$ cat src/verilog/scoreboard_pkg.sv
package scoreboard_pkg;

    // general register number, eax..edi
    typedef logic [2:0] reg_idx_t;

    // one counter per general register
    localparam int num_regs = 8;

    // writes in flight to one register
    typedef logic [3:0] count_t;

    // largest legal count, no wrap past it
    localparam count_t count_max = 4'd15;

    // bit n set while register n has a write outstanding
    typedef logic [num_regs-1:0] busy_t;

endpackage

$ cat src/verilog/x86_decode_pkg.sv
package x86_decode_pkg;

    // operand kinds as delivered by the opcode lookup
    typedef enum logic [2:0] {
        op_none        = 3'd0,
        op_register    = 3'd1,
        op_segment     = 3'd2,
        op_mm_register = 3'd3,
        op_modrm       = 3'd4,
        op_immediate   = 3'd5,
        op_memory      = 3'd6
    } op_type_e;

    // raw addressing bytes
    // modrm is {mod[7:6], reg[5:3], rm[2:0]}, sib is {scale[7:6], index[5:3], base[2:0]}
    typedef logic [7:0] modrm_t;
    typedef logic [7:0] sib_t;

    // mod field values
    localparam logic [1:0] mod_indirect = 2'd0;
    localparam logic [1:0] mod_reg = 2'd3;

    // r/m escapes
    localparam logic [2:0] rm_sib = 3'd4;
    localparam logic [2:0] rm_disp32 = 3'd5;

    // sib index 100 means no index register
    localparam logic [2:0] index_none = 3'd4;

    // writeback size code for byte results
    localparam logic [1:0] wb_size_byte = 2'd0;

endpackage
$ cat src/verilog/operand_decode.sv
module operand_decode (
    input  logic                      register_size,
    input  x86_decode_pkg::op_type_e  op0_type,
    input  scoreboard_pkg::reg_idx_t  op0_reg,
    input  x86_decode_pkg::op_type_e  op1_type,
    input  scoreboard_pkg::reg_idx_t  op1_reg,
    input  x86_decode_pkg::modrm_t    mod_rm,
    input  x86_decode_pkg::sib_t      sib,
    output scoreboard_pkg::reg_idx_t  src0_reg,
    output logic                      src0_valid,
    output scoreboard_pkg::reg_idx_t  src1_reg,
    output logic                      src1_valid,
    output scoreboard_pkg::reg_idx_t  src2_reg,
    output logic                      src2_valid,
    output scoreboard_pkg::reg_idx_t  src3_reg,
    output logic                      src3_valid,
    output scoreboard_pkg::reg_idx_t  dest_reg,
    output logic                      dest_valid
);

    logic [1:0]               mod_field;
    scoreboard_pkg::reg_idx_t rm_field;
    scoreboard_pkg::reg_idx_t sib_base;
    scoreboard_pkg::reg_idx_t sib_index;

    assign mod_field = mod_rm[7:6];
    assign rm_field  = mod_rm[2:0];
    assign sib_base  = sib[2:0];
    assign sib_index = sib[5:3];

    // byte operands: ah, ch, dh, bh live in the upper half of regs 0..3
    function automatic scoreboard_pkg::reg_idx_t size_fix(input scoreboard_pkg::reg_idx_t r);
        if (!register_size && r[2]) begin
            return {1'b0, r[1:0]};
        end
        return r;
    endfunction

    // registers read by one operand: a primary one plus an optional sib index
    function automatic void decode_operand(
        input  x86_decode_pkg::op_type_e op_type,
        input  scoreboard_pkg::reg_idx_t op_reg,
        output scoreboard_pkg::reg_idx_t prim_reg,
        output logic                     prim_valid,
        output scoreboard_pkg::reg_idx_t idx_reg,
        output logic                     idx_valid
    );
        prim_reg   = '0;
        prim_valid = 1'b0;
        idx_reg    = sib_index;
        idx_valid  = 1'b0;
        case (op_type)
            x86_decode_pkg::op_register: begin
                prim_reg   = size_fix(op_reg);
                prim_valid = 1'b1;
            end
            x86_decode_pkg::op_memory: begin
                // address register, always 32 bit
                prim_reg   = op_reg;
                prim_valid = 1'b1;
            end
            x86_decode_pkg::op_modrm: begin
                if (mod_field == x86_decode_pkg::mod_reg) begin
                    prim_reg   = size_fix(rm_field);
                    prim_valid = 1'b1;
                end else if (rm_field == x86_decode_pkg::rm_sib) begin
                    prim_reg   = sib_base;
                    prim_valid = 1'b1;
                    idx_valid  = (sib_index != x86_decode_pkg::index_none);
                end else if (mod_field == x86_decode_pkg::mod_indirect &&
                             rm_field == x86_decode_pkg::rm_disp32) begin
                    // absolute disp32, no register involved
                    prim_valid = 1'b0;
                end else begin
                    prim_reg   = rm_field;
                    prim_valid = 1'b1;
                end
            end
            default: begin
                prim_valid = 1'b0;
            end
        endcase
    endfunction

    always_comb begin
        decode_operand(op0_type, op0_reg, src0_reg, src0_valid, src1_reg, src1_valid);
        decode_operand(op1_type, op1_reg, src2_reg, src2_valid, src3_reg, src3_valid);
    end

    // op0 is the write target when it names a register directly
    always_comb begin
        dest_reg   = '0;
        dest_valid = 1'b0;
        if (op0_type == x86_decode_pkg::op_register) begin
            dest_reg   = size_fix(op0_reg);
            dest_valid = 1'b1;
        end else if (op0_type == x86_decode_pkg::op_modrm &&
                     mod_field == x86_decode_pkg::mod_reg) begin
            dest_reg   = size_fix(rm_field);
            dest_valid = 1'b1;
        end
    end

endmodule

$ cat src/verilog/register_access_stall.sv
module register_access_stall (
    input  logic                     clk,
    input  logic                     rst_n,
    input  logic                     register_size,
    input  x86_decode_pkg::op_type_e op0_type,
    input  scoreboard_pkg::reg_idx_t op0_reg,
    input  x86_decode_pkg::op_type_e op1_type,
    input  scoreboard_pkg::reg_idx_t op1_reg,
    input  x86_decode_pkg::modrm_t   mod_rm,
    input  x86_decode_pkg::sib_t     sib,
    input  logic                     next_stage_ready,
    input  logic                     wb_enable,
    input  scoreboard_pkg::reg_idx_t wb_reg,
    input  logic [1:0]               wb_size,
    output logic                     is_stall
);

    scoreboard_pkg::reg_idx_t src0_reg;
    scoreboard_pkg::reg_idx_t src1_reg;
    scoreboard_pkg::reg_idx_t src2_reg;
    scoreboard_pkg::reg_idx_t src3_reg;
    scoreboard_pkg::reg_idx_t dest_reg;
    logic                     src0_valid;
    logic                     src1_valid;
    logic                     src2_valid;
    logic                     src3_valid;
    logic                     dest_valid;
    logic                     issue;
    scoreboard_pkg::busy_t    busy;

    operand_decode decode_i (
        .register_size (register_size),
        .op0_type      (op0_type),
        .op0_reg       (op0_reg),
        .op1_type      (op1_type),
        .op1_reg       (op1_reg),
        .mod_rm        (mod_rm),
        .sib           (sib),
        .src0_reg      (src0_reg),
        .src0_valid    (src0_valid),
        .src1_reg      (src1_reg),
        .src1_valid    (src1_valid),
        .src2_reg      (src2_reg),
        .src2_valid    (src2_valid),
        .src3_reg      (src3_reg),
        .src3_valid    (src3_valid),
        .dest_reg      (dest_reg),
        .dest_valid    (dest_valid)
    );

    stall_control control_i (
        .src0_reg         (src0_reg),
        .src0_valid       (src0_valid),
        .src1_reg         (src1_reg),
        .src1_valid       (src1_valid),
        .src2_reg         (src2_reg),
        .src2_valid       (src2_valid),
        .src3_reg         (src3_reg),
        .src3_valid       (src3_valid),
        .dest_valid       (dest_valid),
        .next_stage_ready (next_stage_ready),
        .busy             (busy),
        .is_stall         (is_stall),
        .issue            (issue)
    );

    scoreboard_table table_i (
        .clk       (clk),
        .rst_n     (rst_n),
        .issue     (issue),
        .dest_reg  (dest_reg),
        .wb_enable (wb_enable),
        .wb_reg    (wb_reg),
        .wb_size   (wb_size),
        .busy      (busy)
    );

endmodule

$ cat src/verilog/scoreboard_table.sv
module scoreboard_table (
    input  logic                     clk,
    input  logic                     rst_n,
    input  logic                     issue,
    input  scoreboard_pkg::reg_idx_t dest_reg,
    input  logic                     wb_enable,
    input  scoreboard_pkg::reg_idx_t wb_reg,
    input  logic [1:0]               wb_size,
    output scoreboard_pkg::busy_t    busy
);

    scoreboard_pkg::count_t                   counts [scoreboard_pkg::num_regs];
    scoreboard_pkg::reg_idx_t                 wb_reg_eff;
    logic [scoreboard_pkg::num_regs-1:0]      inc_hit;
    logic [scoreboard_pkg::num_regs-1:0]      dec_hit;

    // byte writebacks to 4..7 land on the high byte of regs 0..3
    assign wb_reg_eff = (wb_size == x86_decode_pkg::wb_size_byte && wb_reg[2]) ?
                        {1'b0, wb_reg[1:0]} : wb_reg;

    always_comb begin
        for (int i = 0; i < scoreboard_pkg::num_regs; i++) begin
            inc_hit[i] = issue && (dest_reg == scoreboard_pkg::reg_idx_t'(i));
            dec_hit[i] = wb_enable && (wb_reg_eff == scoreboard_pkg::reg_idx_t'(i));
        end
    end

    always_ff @(posedge clk or negedge rst_n) begin
        if (!rst_n) begin
            for (int i = 0; i < scoreboard_pkg::num_regs; i++) begin
                counts[i] <= '0;
            end
        end else begin
            for (int i = 0; i < scoreboard_pkg::num_regs; i++) begin
                // issue and writeback on the same register cancel out
                if (inc_hit[i] && !dec_hit[i]) begin
                    counts[i] <= counts[i] + 1'b1;
                end else if (dec_hit[i] && !inc_hit[i]) begin
                    counts[i] <= counts[i] - 1'b1;
                end
            end
        end
    end

    always_comb begin
        for (int i = 0; i < scoreboard_pkg::num_regs; i++) begin
            busy[i] = (counts[i] != '0);
        end
    end

endmodule

$ cat src/verilog/stall_control.sv
module stall_control (
    input  scoreboard_pkg::reg_idx_t src0_reg,
    input  logic                     src0_valid,
    input  scoreboard_pkg::reg_idx_t src1_reg,
    input  logic                     src1_valid,
    input  scoreboard_pkg::reg_idx_t src2_reg,
    input  logic                     src2_valid,
    input  scoreboard_pkg::reg_idx_t src3_reg,
    input  logic                     src3_valid,
    input  logic                     dest_valid,
    input  logic                     next_stage_ready,
    input  scoreboard_pkg::busy_t    busy,
    output logic                     is_stall,
    output logic                     issue
);

    logic [3:0] src_hazard;

    // a source is a hazard only when it is actually read
    assign src_hazard[0] = src0_valid && busy[src0_reg];
    assign src_hazard[1] = src1_valid && busy[src1_reg];
    assign src_hazard[2] = src2_valid && busy[src2_reg];
    assign src_hazard[3] = src3_valid && busy[src3_reg];

    assign is_stall = |src_hazard;

    // count a write only when the instruction really leaves the stage
    assign issue = dest_valid && next_stage_ready && !is_stall;

endmodule

$ cat config.mk
export PLATFORM = sky130hd
export DESIGN_NAME = register_access_stall
export DESIGN_NICKNAME = d
export VERILOG_FILES = /design/src/verilog/scoreboard_pkg.sv /design/src/verilog/x86_decode_pkg.sv /design/src/verilog/operand_decode.sv /design/src/verilog/register_access_stall.sv /design/src/verilog/scoreboard_table.sv /design/src/verilog/stall_control.sv
export SDC_FILE = /design/constraint.sdc
export NUM_CORES = 1
export LEC_CHECK = 0
export ABC_AREA = 1
export CAP_MARGIN = 25
export CORE_MARGIN = 2
export CORE_UTILIZATION = 30
export CTS_CLUSTER_SIZE = 30
export DETAILED_ROUTE_END_ITERATION = 7
export DONT_BUFFER_PORTS = 1
export MAX_ROUTING_LAYER = met4
export PLACE_DENSITY = 0.46
export SYNTH_ARGS = -nofsm -noshare
export SYNTH_HDL_FRONTEND = slang
export SYNTH_SLANG_ARGS = --single-unit
$ cat constraint.sdc
create_clock -name clk -period 2.4 [get_ports clk]
set_input_delay 0.48 -clock clk [delete_from_list [all_inputs] [get_ports clk]]
set_output_delay 0.48 -clock clk [all_outputs]
set_load 0.005 [all_outputs]
==> results of run 1 <==
==> Yosys cell counts <==
cell type / number
nand2_4: 5
nand3_2: 2
o2111ai_1: 1
nor4_1: 1
o21ai_0: 16
nor2_2: 1
nand4_4: 1
dfrtp_1: 32
fa_1: 8
ha_1: 24
mux2_2: 4
nor2_4: 1
nor3_4: 1
o21a_1: 1
nand2_2: 4
a31oi_1: 1
nor3_1: 9
nand3b_1: 1
nand2_1: 89
o21ai_2: 1
inv_2: 5
nand4_1: 3
nand3_1: 27
a21oi_1: 13
xnor2_1: 20
xor2_1: 4
nor2_1: 49
a21oi_2: 1
inv_1: 38
a21o_1: 8
o21ai_1: 1
==> logic make-up (layout without fill, tap and decap cells) <==
| logic type | count (synthesis) | after routing |
|---|---|---|
| AND/OR/NAND/NOR | 194 | 194 |
| AO/OA/AOI/OAI | 43 | 43 |
| buffers and inverters | 43 | 162 |
| adder cells (fa/ha/maj) | 32 | 32 |
| flip-flops | 32 | 32 |
| XOR/XNOR | 24 | 24 |
| multiplexers | 4 | 4 |
==> worst max-delay path, cell delays in order <==
cell and delay (ps):
inv_6 20, nor2_4 80, nand2_1 50, nand2_1 60, nand2_2 100, nand2_4 120
nand2_4 80, nand2_2 100, nand3_2 60, nand2_1 80, nand2_1 60, nand3_2 90
nand4_4 120, buf_12 180, buf_6 110, nor3_4 110, ha_2 230, inv_4 50
ha_4 200, a21o_1 160, a21oi_2 130, nand2_1 60, nand2_1 60, nor2_1 50
xor2_1 130
==> routing by layer <==
layer / wire (µm) / up-vias
li1: - / 1448
met1: 3390 / 1290
met2: 3810 / 49
met3: 346 / 17
met4: 143 / 0
met5: 0 / -
==> final timing paths <==
kind / start / endpoint / slack (ps) / cells after the start
worst max-delay path: mod_rm[2] / table_i.counts[15]$_DFFE_PN0P_ / -400 / 25
worst min-delay path: rst_n / table_i.counts[26]$_DFFE_PN0P_ / 10 / 1
worst max register to register: table_i.counts[9]$_DFFE_PN0P_ / table_i.counts[15]$_DFFE_PN0P_ / -390 / 18
worst min register to register: table_i.counts[3]$_DFFE_PN0P_ / table_i.counts[3]$_DFFE_PN0P_ / 550 / 2
max in group asynchronous: rst_n / table_i.counts[16]$_DFFE_PN0P_ / 2190 / 1
min in group clk: table_i.counts[3]$_DFFE_PN0P_ / table_i.counts[3]$_DFFE_PN0P_ / 550 / 2
==> stage by stage <==
| stage | hold WS [ps] | util, % | power [mW] | setup TNS (ps) | worst slack, ps |
|---|---|---|---|---|---|
| global placement | 186 | 40.2 | 2.89 | -13780 | -786 |
| finish | 11.4 | 48.0 | 3.76 | -6510 | -397 |
| global route | 18.5 | 48.0 | 4.15 | -10570 | -605 |
| CTS | 20.1 | 44.8 | 3.59 | -7090 | -413 |
| floorplan | 184 | - | 2.12 | -4620 | -392 |
| detailed placement | 186 | 40.2 | 2.95 | -15420 | -818 |
==> power by group through the flow <==
stage | Clock, mW | Combinational [mW] | Sequential (mW)
detailed placement | 0 | 1.99 | 0.960
CTS | 0.421 | 2.21 | 0.961
global placement | 0 | 1.93 | 0.955
global route | 0.444 | 2.69 | 1.01
floorplan | 0 | 1.07 | 1.06
finish | 0.401 | 2.38 | 0.979
==> what timing repair did <==
item,CTS,global route
hold buffers,1,0
gates cloned,0,0
gates resized for setup,55,59
pin swaps,46,77
setup buffers,15,7
endpoints found under the hold margin,32,0
endpoints found under the setup margin,24,29
==> final cells by class <==
cell class	instances	area share, %
inverters	43	4.13
clock inverters	1	0.114
multi-input cells	297	52.3
well taps	111	3.16
clock buffers	6	1.65
flip-flops and latches	32	18.2
repair buffers	112	20.5
==> results.py, run 1 <==
metrics = {
    "critical_path": {
        "startpoint_type": "input pin",
        "cp_max_fo": 6,
        "end_kind": "flip-flop",
        "cp.required_ps": 2570,
        "cp.arrival_ps": 2970,
        "crit_type": "in -> reg",
    },
    "power": {
        "power.switching_mw": 1.46,
        "seqPwrFrac_pct": 26.0,
        "power.leakage_nw": 2.09,
        "p_int_mw": 2.30,
        "peakVddDrop_mv": 0.447,
        "power_frac_comb_pct": 63.3,
        "sw_frac_of_total_pct": 38.9,
        "p_clk_share_pct": 10.7,
        "p_per_area_nw_per_um2": 855,
    },
    "drt": {
        "viasPerCell": 4.66,
        "drc": 0,
        "vias": 2804,
        "dr.pass1.iters": 4,
        "ant_nets": 0,
        "drt-total-wl_um": 7690,
        "drt_iter0_drc": 125,
        "wire_per_inst_um": 12.8,
    },
    "sta": {
        "max_freq_mhz": 357,
        "hold_violations": 0,
        "rsz0062_at_grt": "yes",
        "setup_slack_ps": -397,
        "maxSlewHeadroom_pct": 76.9,
        "skew_ps": 11.5,
        "layout_min_cycle_time_ps": 2800,
        "final_max_slew_viol_count": 0,
        "fin_crit_sh_pct": 117,
        "tightest_slew_ps": 344,
        "setup_viol": 25,
    },
    "synth": {
        "synth_cell_types": 31,
        "avgSynthCellArea_um2": 7.57,
        "syn_area_um2": 2820,
        "syn-num-nets": 442,
        "synth_top_family_by_area": "simple AND/OR/NAND/NOR gates",
        "synth_compound_area_share_pct": 8.89,
        "synth_top_area_share_pct": 28.4,
        "synthSimpleGateAreaFrac_pct": 31.5,
        "post_synth_fa_ha_maj_area_fraction_pct": 16.4,
        "yosys-mux-area-fraction_pct": 1.60,
        "synth-xor-area-share_pct": 7.47,
        "synth_sequential_area_ratio_pct": 28.4,
        "syn_inst": 372,
        "synth_area_leaders": "dfrtp_1 28%, nand2_1 12%, ha_1 11%",
        "synth-warning-count": 0,
        "yosysTopAreaCell": "dfrtp_1",
        "ys_seq_elements": 32,
    },
    "global_routing": {
        "grt_pass1_wl_um": 12700,
        "grt_max_degree": 33,
        "use_met2_pct": 27.9,
        "met3_usage_pct": 2.57,
        "grt_pass1_vias": 2888,
        "grt_overflow": 0,
        "gr-usage-all-layers_pct": 16.3,
        "antenna_found_initial": 0,
        "grtUsageMet1_pct": 19.8,
        "busiest_layer": "met2",
    },
    "finish": {
        "regMostFlops": "table_i.counts",
        "final_common_cell": "buf_4",
        "regArea_um2": 801,
        "fillers": 892,
        "largest_reg_flops": 32,
        "reg_top3": "table_i.counts: 32 flops",
        "drive_gt1_share_pct": 47.7,
        "most-common-layout-cells": "101 x buf_4, 76 x nand2_1, 35 x nor2_1",
        "stdcell_area_um2": 4400,
        "multiInputGateArea_um2": 2300,
        "synthToLayoutAreaGrowth_pct": 56.2,
        "num_antenna_cells": 0,
        "instances_no_fill": 602,
        "nets": 561,
    },
    "placement": {
        "dp_cells": 574,
        "hpwlAfterDp_um": 5770,
        "gp_congestion": 0.825,
        "io_buffer_count": 0,
        "postPlaceCellArea_um2": 3680,
    },
    "clock_network": {
        "cts_inserted_buffers": 5,
        "clock_latency_ps": 290,
        "path_clk_slew_ps": 70,
        "numClockSinks": 32,
        "root_buffer": "clkbuf_8",
        "htree_levels": 2,
        "clockBufferDepth": 2,
        "cts_tree": "built",
    },
    "die": {
        "die_y_um": 101,
        "io_pins": 39,
        "dieArea_um2": 10200,
        "num_rows": 35,
        "core_um2": 9150,
        "die_w_um": 101,
        "start_util_pct": 30.8,
    },
    "run": {
        "cap_violations": 0,
    },
    "run_status": {
        "status": "complete, but fails checks",
        "violations": "negative setup slack",
    },
    "worst_hold_path": {
        "min_path_type": "in -> async",
    },
}
No activity file was read; power rests on OpenSTA's default activity.
==> inputs of run 2 (changes only) <==
- CORE_MARGIN: 2 -> default
- CORE_UTILIZATION: 30 -> 50
- PLACE_DENSITY: 0.46 -> 0.69
==> run 2 against run 1 <==
Against the previous run: the run still ends with negative setup slack left; combinational power is 4% higher; count of clock-buffer cells in the layout stayed put; sequential power hardly changed; clock power up 3%; design area decreased by 6.1%; global-route usage is 10 points higher; power increased by 2.8%; non-clock buffer count down 20; register-to-register slack lost 230 ps; die area shrank 42%; critical path type is now reg -> reg.
==> results.py, run 2 (same netlist as run 1, synthesis figures left out) <==
metrics = {
    "critical_path": {
        "reg2reg_from": "table_i.counts[16]$_DFFE_PN0P_",
        "crit_type": "reg -> reg",
        "startpoint_type": "flip-flop",
        "end_kind": "flip-flop",
        "rr_worst_depth": 20,
        "cp.arrival_ps": 3200,
        "cp.required_ps": 2590,
        "reg2reg_to": "table_i.counts[27]$_DFFE_PN0P_",
        "cp_max_fo": 8,
        "r2r_setup_slack_ps": -620,
    },
    "placement": {
        "postPlaceCellArea_um2": 3570,
        "hpwlAfterDp_um": 5320,
        "io_buffer_count": 0,
        "gp_congestion": 0.868,
    },
    "finish": {
        "stdcell_area_um2": 4130,
        "most-common-layout-cells": "82 x nand2_1, 82 x buf_4, 39 x nor2_1",
        "num_antenna_cells": 0,
        "regArea_um2": 801,
        "fillers": 333,
        "largest_reg_flops": 32,
        "reg_top3": "table_i.counts: 32 flops",
        "drive_gt1_share_pct": 42.5,
        "nets": 541,
        "synthToLayoutAreaGrowth_pct": 46.6,
        "regMostFlops": "table_i.counts",
        "multiInputGateArea_um2": 2250,
        "fin_util_pct": 78.3,
    },
    "drt": {
        "drc": 0,
        "vias": 2941,
        "dr.pass1.iters": 4,
        "wire_per_inst_um": 14.9,
        "drt_iter0_drc": 210,
        "ant_nets": 0,
        "drt-total-wl_um": 8060,
        "viasPerCell": 5.44,
    },
    "sta": {
        "setup_viol": 24,
        "tightest_slew_ps": 354,
        "fin_crit_sh_pct": 126,
        "setup_slack_ps": -616,
        "layout_min_cycle_time_ps": 3020,
        "max_freq_mhz": 332,
        "maxSlewHeadroom_pct": 76.2,
        "hold_violations": 0,
        "skew_ps": 9.22,
        "rsz0062_at_grt": "yes",
        "tns_ps": -8770,
        "final_max_slew_viol_count": 0,
    },
    "die": {
        "die_w_um": 77.0,
        "num_rows": 26,
        "die_y_um": 77.0,
        "core_um2": 5270,
        "dieArea_um2": 5930,
        "io_pins": 39,
        "start_util_pct": 53.4,
    },
    "clock_network": {
        "path_clk_slew_ps": 70,
        "clock_latency_ps": 300,
        "clockBufferDepth": 2,
        "cts_tree": "built",
        "htree_levels": 2,
        "root_buffer": "clkbuf_8",
        "numClockSinks": 32,
        "cts_inserted_buffers": 5,
    },
    "power": {
        "peakVddDrop_mv": 0.655,
        "seqPwrFrac_pct": 25.3,
        "p_total_mw": 3.87,
        "sw_frac_of_total_pct": 40.2,
        "power.leakage_nw": 2.01,
        "power_frac_comb_pct": 64.0,
        "p_clk_share_pct": 10.7,
        "p_int_mw": 2.31,
        "p_per_area_nw_per_um2": 937,
        "power.switching_mw": 1.56,
    },
    "global_routing": {
        "grt_pass1_wl_um": 12100,
        "grt_overflow": 0,
        "antenna_found_initial": 0,
        "grt_pass1_vias": 2779,
        "grt_max_degree": 33,
        "gr-usage-all-layers_pct": 26.4,
    },
    "run_status": {
        "violations": "negative setup slack",
        "status": "complete, but fails checks",
    },
    "run": {
        "cap_violations": 0,
    },
    "worst_hold_path": {
        "min_path_type": "in -> async",
    },
}
==> run 2: cell count changes in the layout (fill, tap and decap cells not counted), moves of 3 or more <==
| cell | before | now |
|---|---|---|
| buf_4 | 101 | 82 |
| nor3_2 | 0 | 3 |
| nor2_1 | 35 | 39 |
| o21ai_1 | 10 | 13 |
| nor3_4 | 9 | 6 |
| a21oi_1 | 1 | 4 |
| a21oi_2 | 13 | 10 |
| nand2_2 | 17 | 11 |
| nand2_1 | 76 | 82 |
==> run 2: repair_timing <==
action,4_1_cts,5_1_grt
pin swaps,1,49
gates resized for setup,28,65
hold buffers,1,0
endpoints found under the hold margin,32,0
setup endpoints to repair,24,25
setup buffers,1,7
==> run 2: power groups by stage <==
stage	clock network (mW)	registers, mW	logic [mW]
after floorplan	0	1.06	1.07
after global placement	0	0.949	1.89
after detailed placement	0	0.958	1.97
after CTS	0.418	0.952	2.09
after global routing	0.432	1.01	2.72
final	0.415	0.976	2.48
==> run 2: per-layer routing <==
metal,GRT usage (%),wire [µm],vias up
met5,-,0,-
met4,9.25,267,0
met3,4.52,414,33
met2,44.6,3890,106
met1,31.8,3490,1399
li1,-,-,1403
==> run 2: how the worst max path moves through the flow <==
stage,from,end,slack (ps),depth (start not counted)
finish,table_i.counts[16]$_DFFE_PN0P_,table_i.counts[27]$_DFFE_PN0P_,-620,20
global route,table_i.counts[16]$_DFFE_PN0P_,table_i.counts[27]$_DFFE_PN0P_,-730,17
CTS,table_i.counts[17]$_DFFE_PN0P_,table_i.counts[23]$_DFFE_PN0P_,-420,19
detailed placement,mod_rm[6],table_i.counts[23]$_DFFE_PN0P_,-750,20
global placement,mod_rm[2],table_i.counts[3]$_DFFE_PN0P_,-630,23
floorplan,op1_type[0],table_i.counts[31]$_DFFE_PN0P_,-390,18
==> run 2: layout make-up <==
cell class	count	area share [%]
flip-flops and latches	32	19.4
multi-input cells	297	54.6
clock buffers	6	1.76
repair buffers	92	17.9
clock inverters	1	0.121
well taps	70	2.12
inverters	43	4.15
==> run 2: metrics by stage <==
stage	instances	hold slack [ps]	setup WS, ps
floorplan	372	184	-392
global placement	525	186	-628
detailed placement	525	185	-746
CTS	534	13.7	-419
global route	541	21.3	-726
finish	541	13.0	-616
==> run 2: worst max-delay path, cell delays in order, from the launching register on <==
cell     delay, ps
dfrtp_1        390
nor2_2         140
nand2_2        100
buf_6          120
nand2_2         60
nand3_2         50
nand2_1         60
nand2_1         60
nand3_2         90
nand4_4        250
buf_6          220
nor3_4         110
ha_2           230
inv_4           50
ha_4           200
a21o_1         170
a21oi_2        210
nor2_1          60
nor2_1         130
nand2_1         80
xnor2_1        120
==> inputs of run 3 (changes only) <==
- GPL_ROUTABILITY_DRIVEN: default -> 0
- MAX_ROUTING_LAYER: met4 -> default
==> run 3 against run 2 <==
Against the previous run: the run still ends with negative setup slack left; highest routed layer unchanged; cell count is the same; register-to-register slack is essentially flat; worst setup slack gained 7.9 ps.
==> results.py, run 3 (same netlist as run 1, synthesis figures left out) <==
metrics = {
    "critical_path": {
        "worst-path-buf-inv": 3,
        "cpMostUsedCell": "nand2_1",
        "critPathSlowestCell": "dfrtp_1",
        "cp.required_ps": 2580,
        "cp_max_fo": 8,
        "cp.arrival_ps": 3190,
        "crit_type": "reg -> reg",
        "end_kind": "flip-flop",
        "startpoint_type": "flip-flop",
        "cpPeakStageDelay_ps": 390,
        "crit_family": "simple AND/OR/NAND/NOR gates",
        "path_cells": "nor2_2 -> nand2_2 -> buf_6 -> nand2_2 -> nand3_2 -> nand2_1 -> nand2_1 -> nand3_2 -> nand4_4 -> buf_6 -> nor3_4 -> ha_2 -> inv_4 -> ha_4 -> a21o_1 -> a21oi_2 -> nor2_1 -> nor2_1 -> nand2_1 -> xnor2_1",
    },
    "clock_network": {
        "path_clk_slew_ps": 70,
        "clockBufferDepth": 2,
        "root_buffer": "clkbuf_8",
        "cts_tree": "built",
        "numClockSinks": 32,
        "clock_latency_ps": 290,
        "cts_inserted_buffers": 5,
        "htree_levels": 2,
    },
    "die": {
        "die_y_um": 77.0,
        "dieArea_um2": 5930,
        "io_pins": 39,
        "num_rows": 26,
        "core_um2": 5270,
        "start_util_pct": 53.4,
        "die_w_um": 77.0,
    },
    "finish": {
        "fillers": 333,
        "synthToLayoutAreaGrowth_pct": 46.6,
        "largest_reg_flops": 32,
        "nets": 541,
        "multiInputGateArea_um2": 2250,
        "most-common-layout-cells": "82 x nand2_1, 82 x buf_4, 39 x nor2_1",
        "reg_top3": "table_i.counts: 32 flops",
        "regMostFlops": "table_i.counts",
        "num_antenna_cells": 0,
        "regArea_um2": 801,
        "drive_gt1_share_pct": 42.5,
    },
    "power": {
        "p_total_mw": 3.86,
        "power_frac_comb_pct": 64.0,
        "power.leakage_nw": 2.01,
        "p_int_mw": 2.31,
        "sw_frac_of_total_pct": 40.1,
        "seqPwrFrac_pct": 25.3,
        "p_clk_share_pct": 10.6,
        "peakVddDrop_mv": 0.654,
        "p_per_area_nw_per_um2": 935,
        "power.switching_mw": 1.55,
    },
    "sta": {
        "hold_violations": 0,
        "layout_min_cycle_time_ps": 3010,
        "tightest_slew_ps": 356,
        "max_freq_mhz": 332,
        "setup_slack_ps": -608,
        "fin_crit_sh_pct": 125,
        "tns_ps": -8460,
        "skew_ps": 9.23,
        "setup_viol": 24,
        "maxSlewHeadroom_pct": 76.1,
        "final_max_slew_viol_count": 0,
        "rsz0062_at_grt": "yes",
    },
    "global_routing": {
        "antenna_found_initial": 0,
        "grt_overflow": 0,
        "grt_pass1_vias": 2777,
        "grt_pass1_wl_um": 12100,
        "grt_max_degree": 33,
        "gr-usage-all-layers_pct": 25.7,
    },
    "placement": {
        "hpwlAfterDp_um": 5320,
        "io_buffer_count": 0,
    },
    "drt": {
        "drt-total-wl_um": 8040,
        "ant_nets": 0,
        "drc": 0,
        "viasPerCell": 5.37,
        "dr.pass1.iters": 4,
        "drt_iter0_drc": 173,
        "wire_per_inst_um": 14.9,
        "vias": 2904,
    },
    "run": {
        "cap_violations": 0,
    },
    "run_status": {
        "status": "complete, but fails checks",
        "violations": "negative setup slack",
    },
    "worst_hold_path": {
        "min_path_type": "in -> async",
    },
}
run 3: cell type report:
type	instances	area share, %
well taps	70	2.12
repair buffers	92	17.9
clock inverters	1	0.121
inverters	43	4.15
multi-input cells	297	54.6
flip-flops and latches	32	19.4
clock buffers	6	1.76
run 3: worst paths after layout:
| check | cells after the start | to | slack (ps) | startpoint |
|---|---|---|---|---|
| min reg2reg | 2 | table_i.counts[11]$_DFFE_PN0P_ | 550 | table_i.counts[11]$_DFFE_PN0P_ |
| max | 20 | table_i.counts[27]$_DFFE_PN0P_ | -610 | table_i.counts[16]$_DFFE_PN0P_ |
| max reg2reg | 20 | table_i.counts[27]$_DFFE_PN0P_ | -610 | table_i.counts[16]$_DFFE_PN0P_ |
| min in group clk | 2 | table_i.counts[11]$_DFFE_PN0P_ | 550 | table_i.counts[11]$_DFFE_PN0P_ |
| min | 1 | table_i.counts[17]$_DFFE_PN0P_ | 10 | rst_n |
| max in group asynchronous | 1 | table_i.counts[25]$_DFFE_PN0P_ | 2200 | rst_n |
run 3: routing by layer:
| layer | up-vias | share of wire (%) | track usage (%) | routed length (µm) |
|---|---|---|---|---|
| met5 | - | 0 | 0 | 0 |
| met3 | 27 | 5.1 | 4.52 | 409 |
| met1 | 1377 | 43 | 31.8 | 3470 |
| li1 | 1405 | - | - | - |
| met4 | 0 | 3.2 | 9.25 | 254 |
| met2 | 95 | 49 | 44.6 | 3910 |
run 3: timing repair:
action | in CTS | in global routing
gates resized for setup | 28 | 65
endpoints found under the setup margin | 24 | 25
hold buffers | 1 | 0
endpoints found under the hold margin | 32 | 0
setup buffers | 1 | 7
pin swaps | 1 | 49
run 3: stage by stage:
stage               setup slack, ps  area [µm²]  cells  hold slack (ps)  utilization [%]
global route                   -721        4130    541             21.3             78.3
finish                         -608        4130    541             12.2             78.3
detailed placement             -746        3570    525              185             67.8
CTS                            -419        3780    534             13.7             71.7
global placement               -628        3570    525              186             67.8
floorplan                      -392        2860    372              184                -
run 3: power by group through the flow:
stage                     Combinational, mW  Sequential (mW)  Clock (mW)
final                                  2.47            0.976       0.411
after global routing                   2.72             1.01       0.432
after CTS                              2.09            0.952       0.418
after detailed placement               1.97            0.958           0
after global placement                 1.89            0.949           0
after floorplan                        1.07             1.06           0
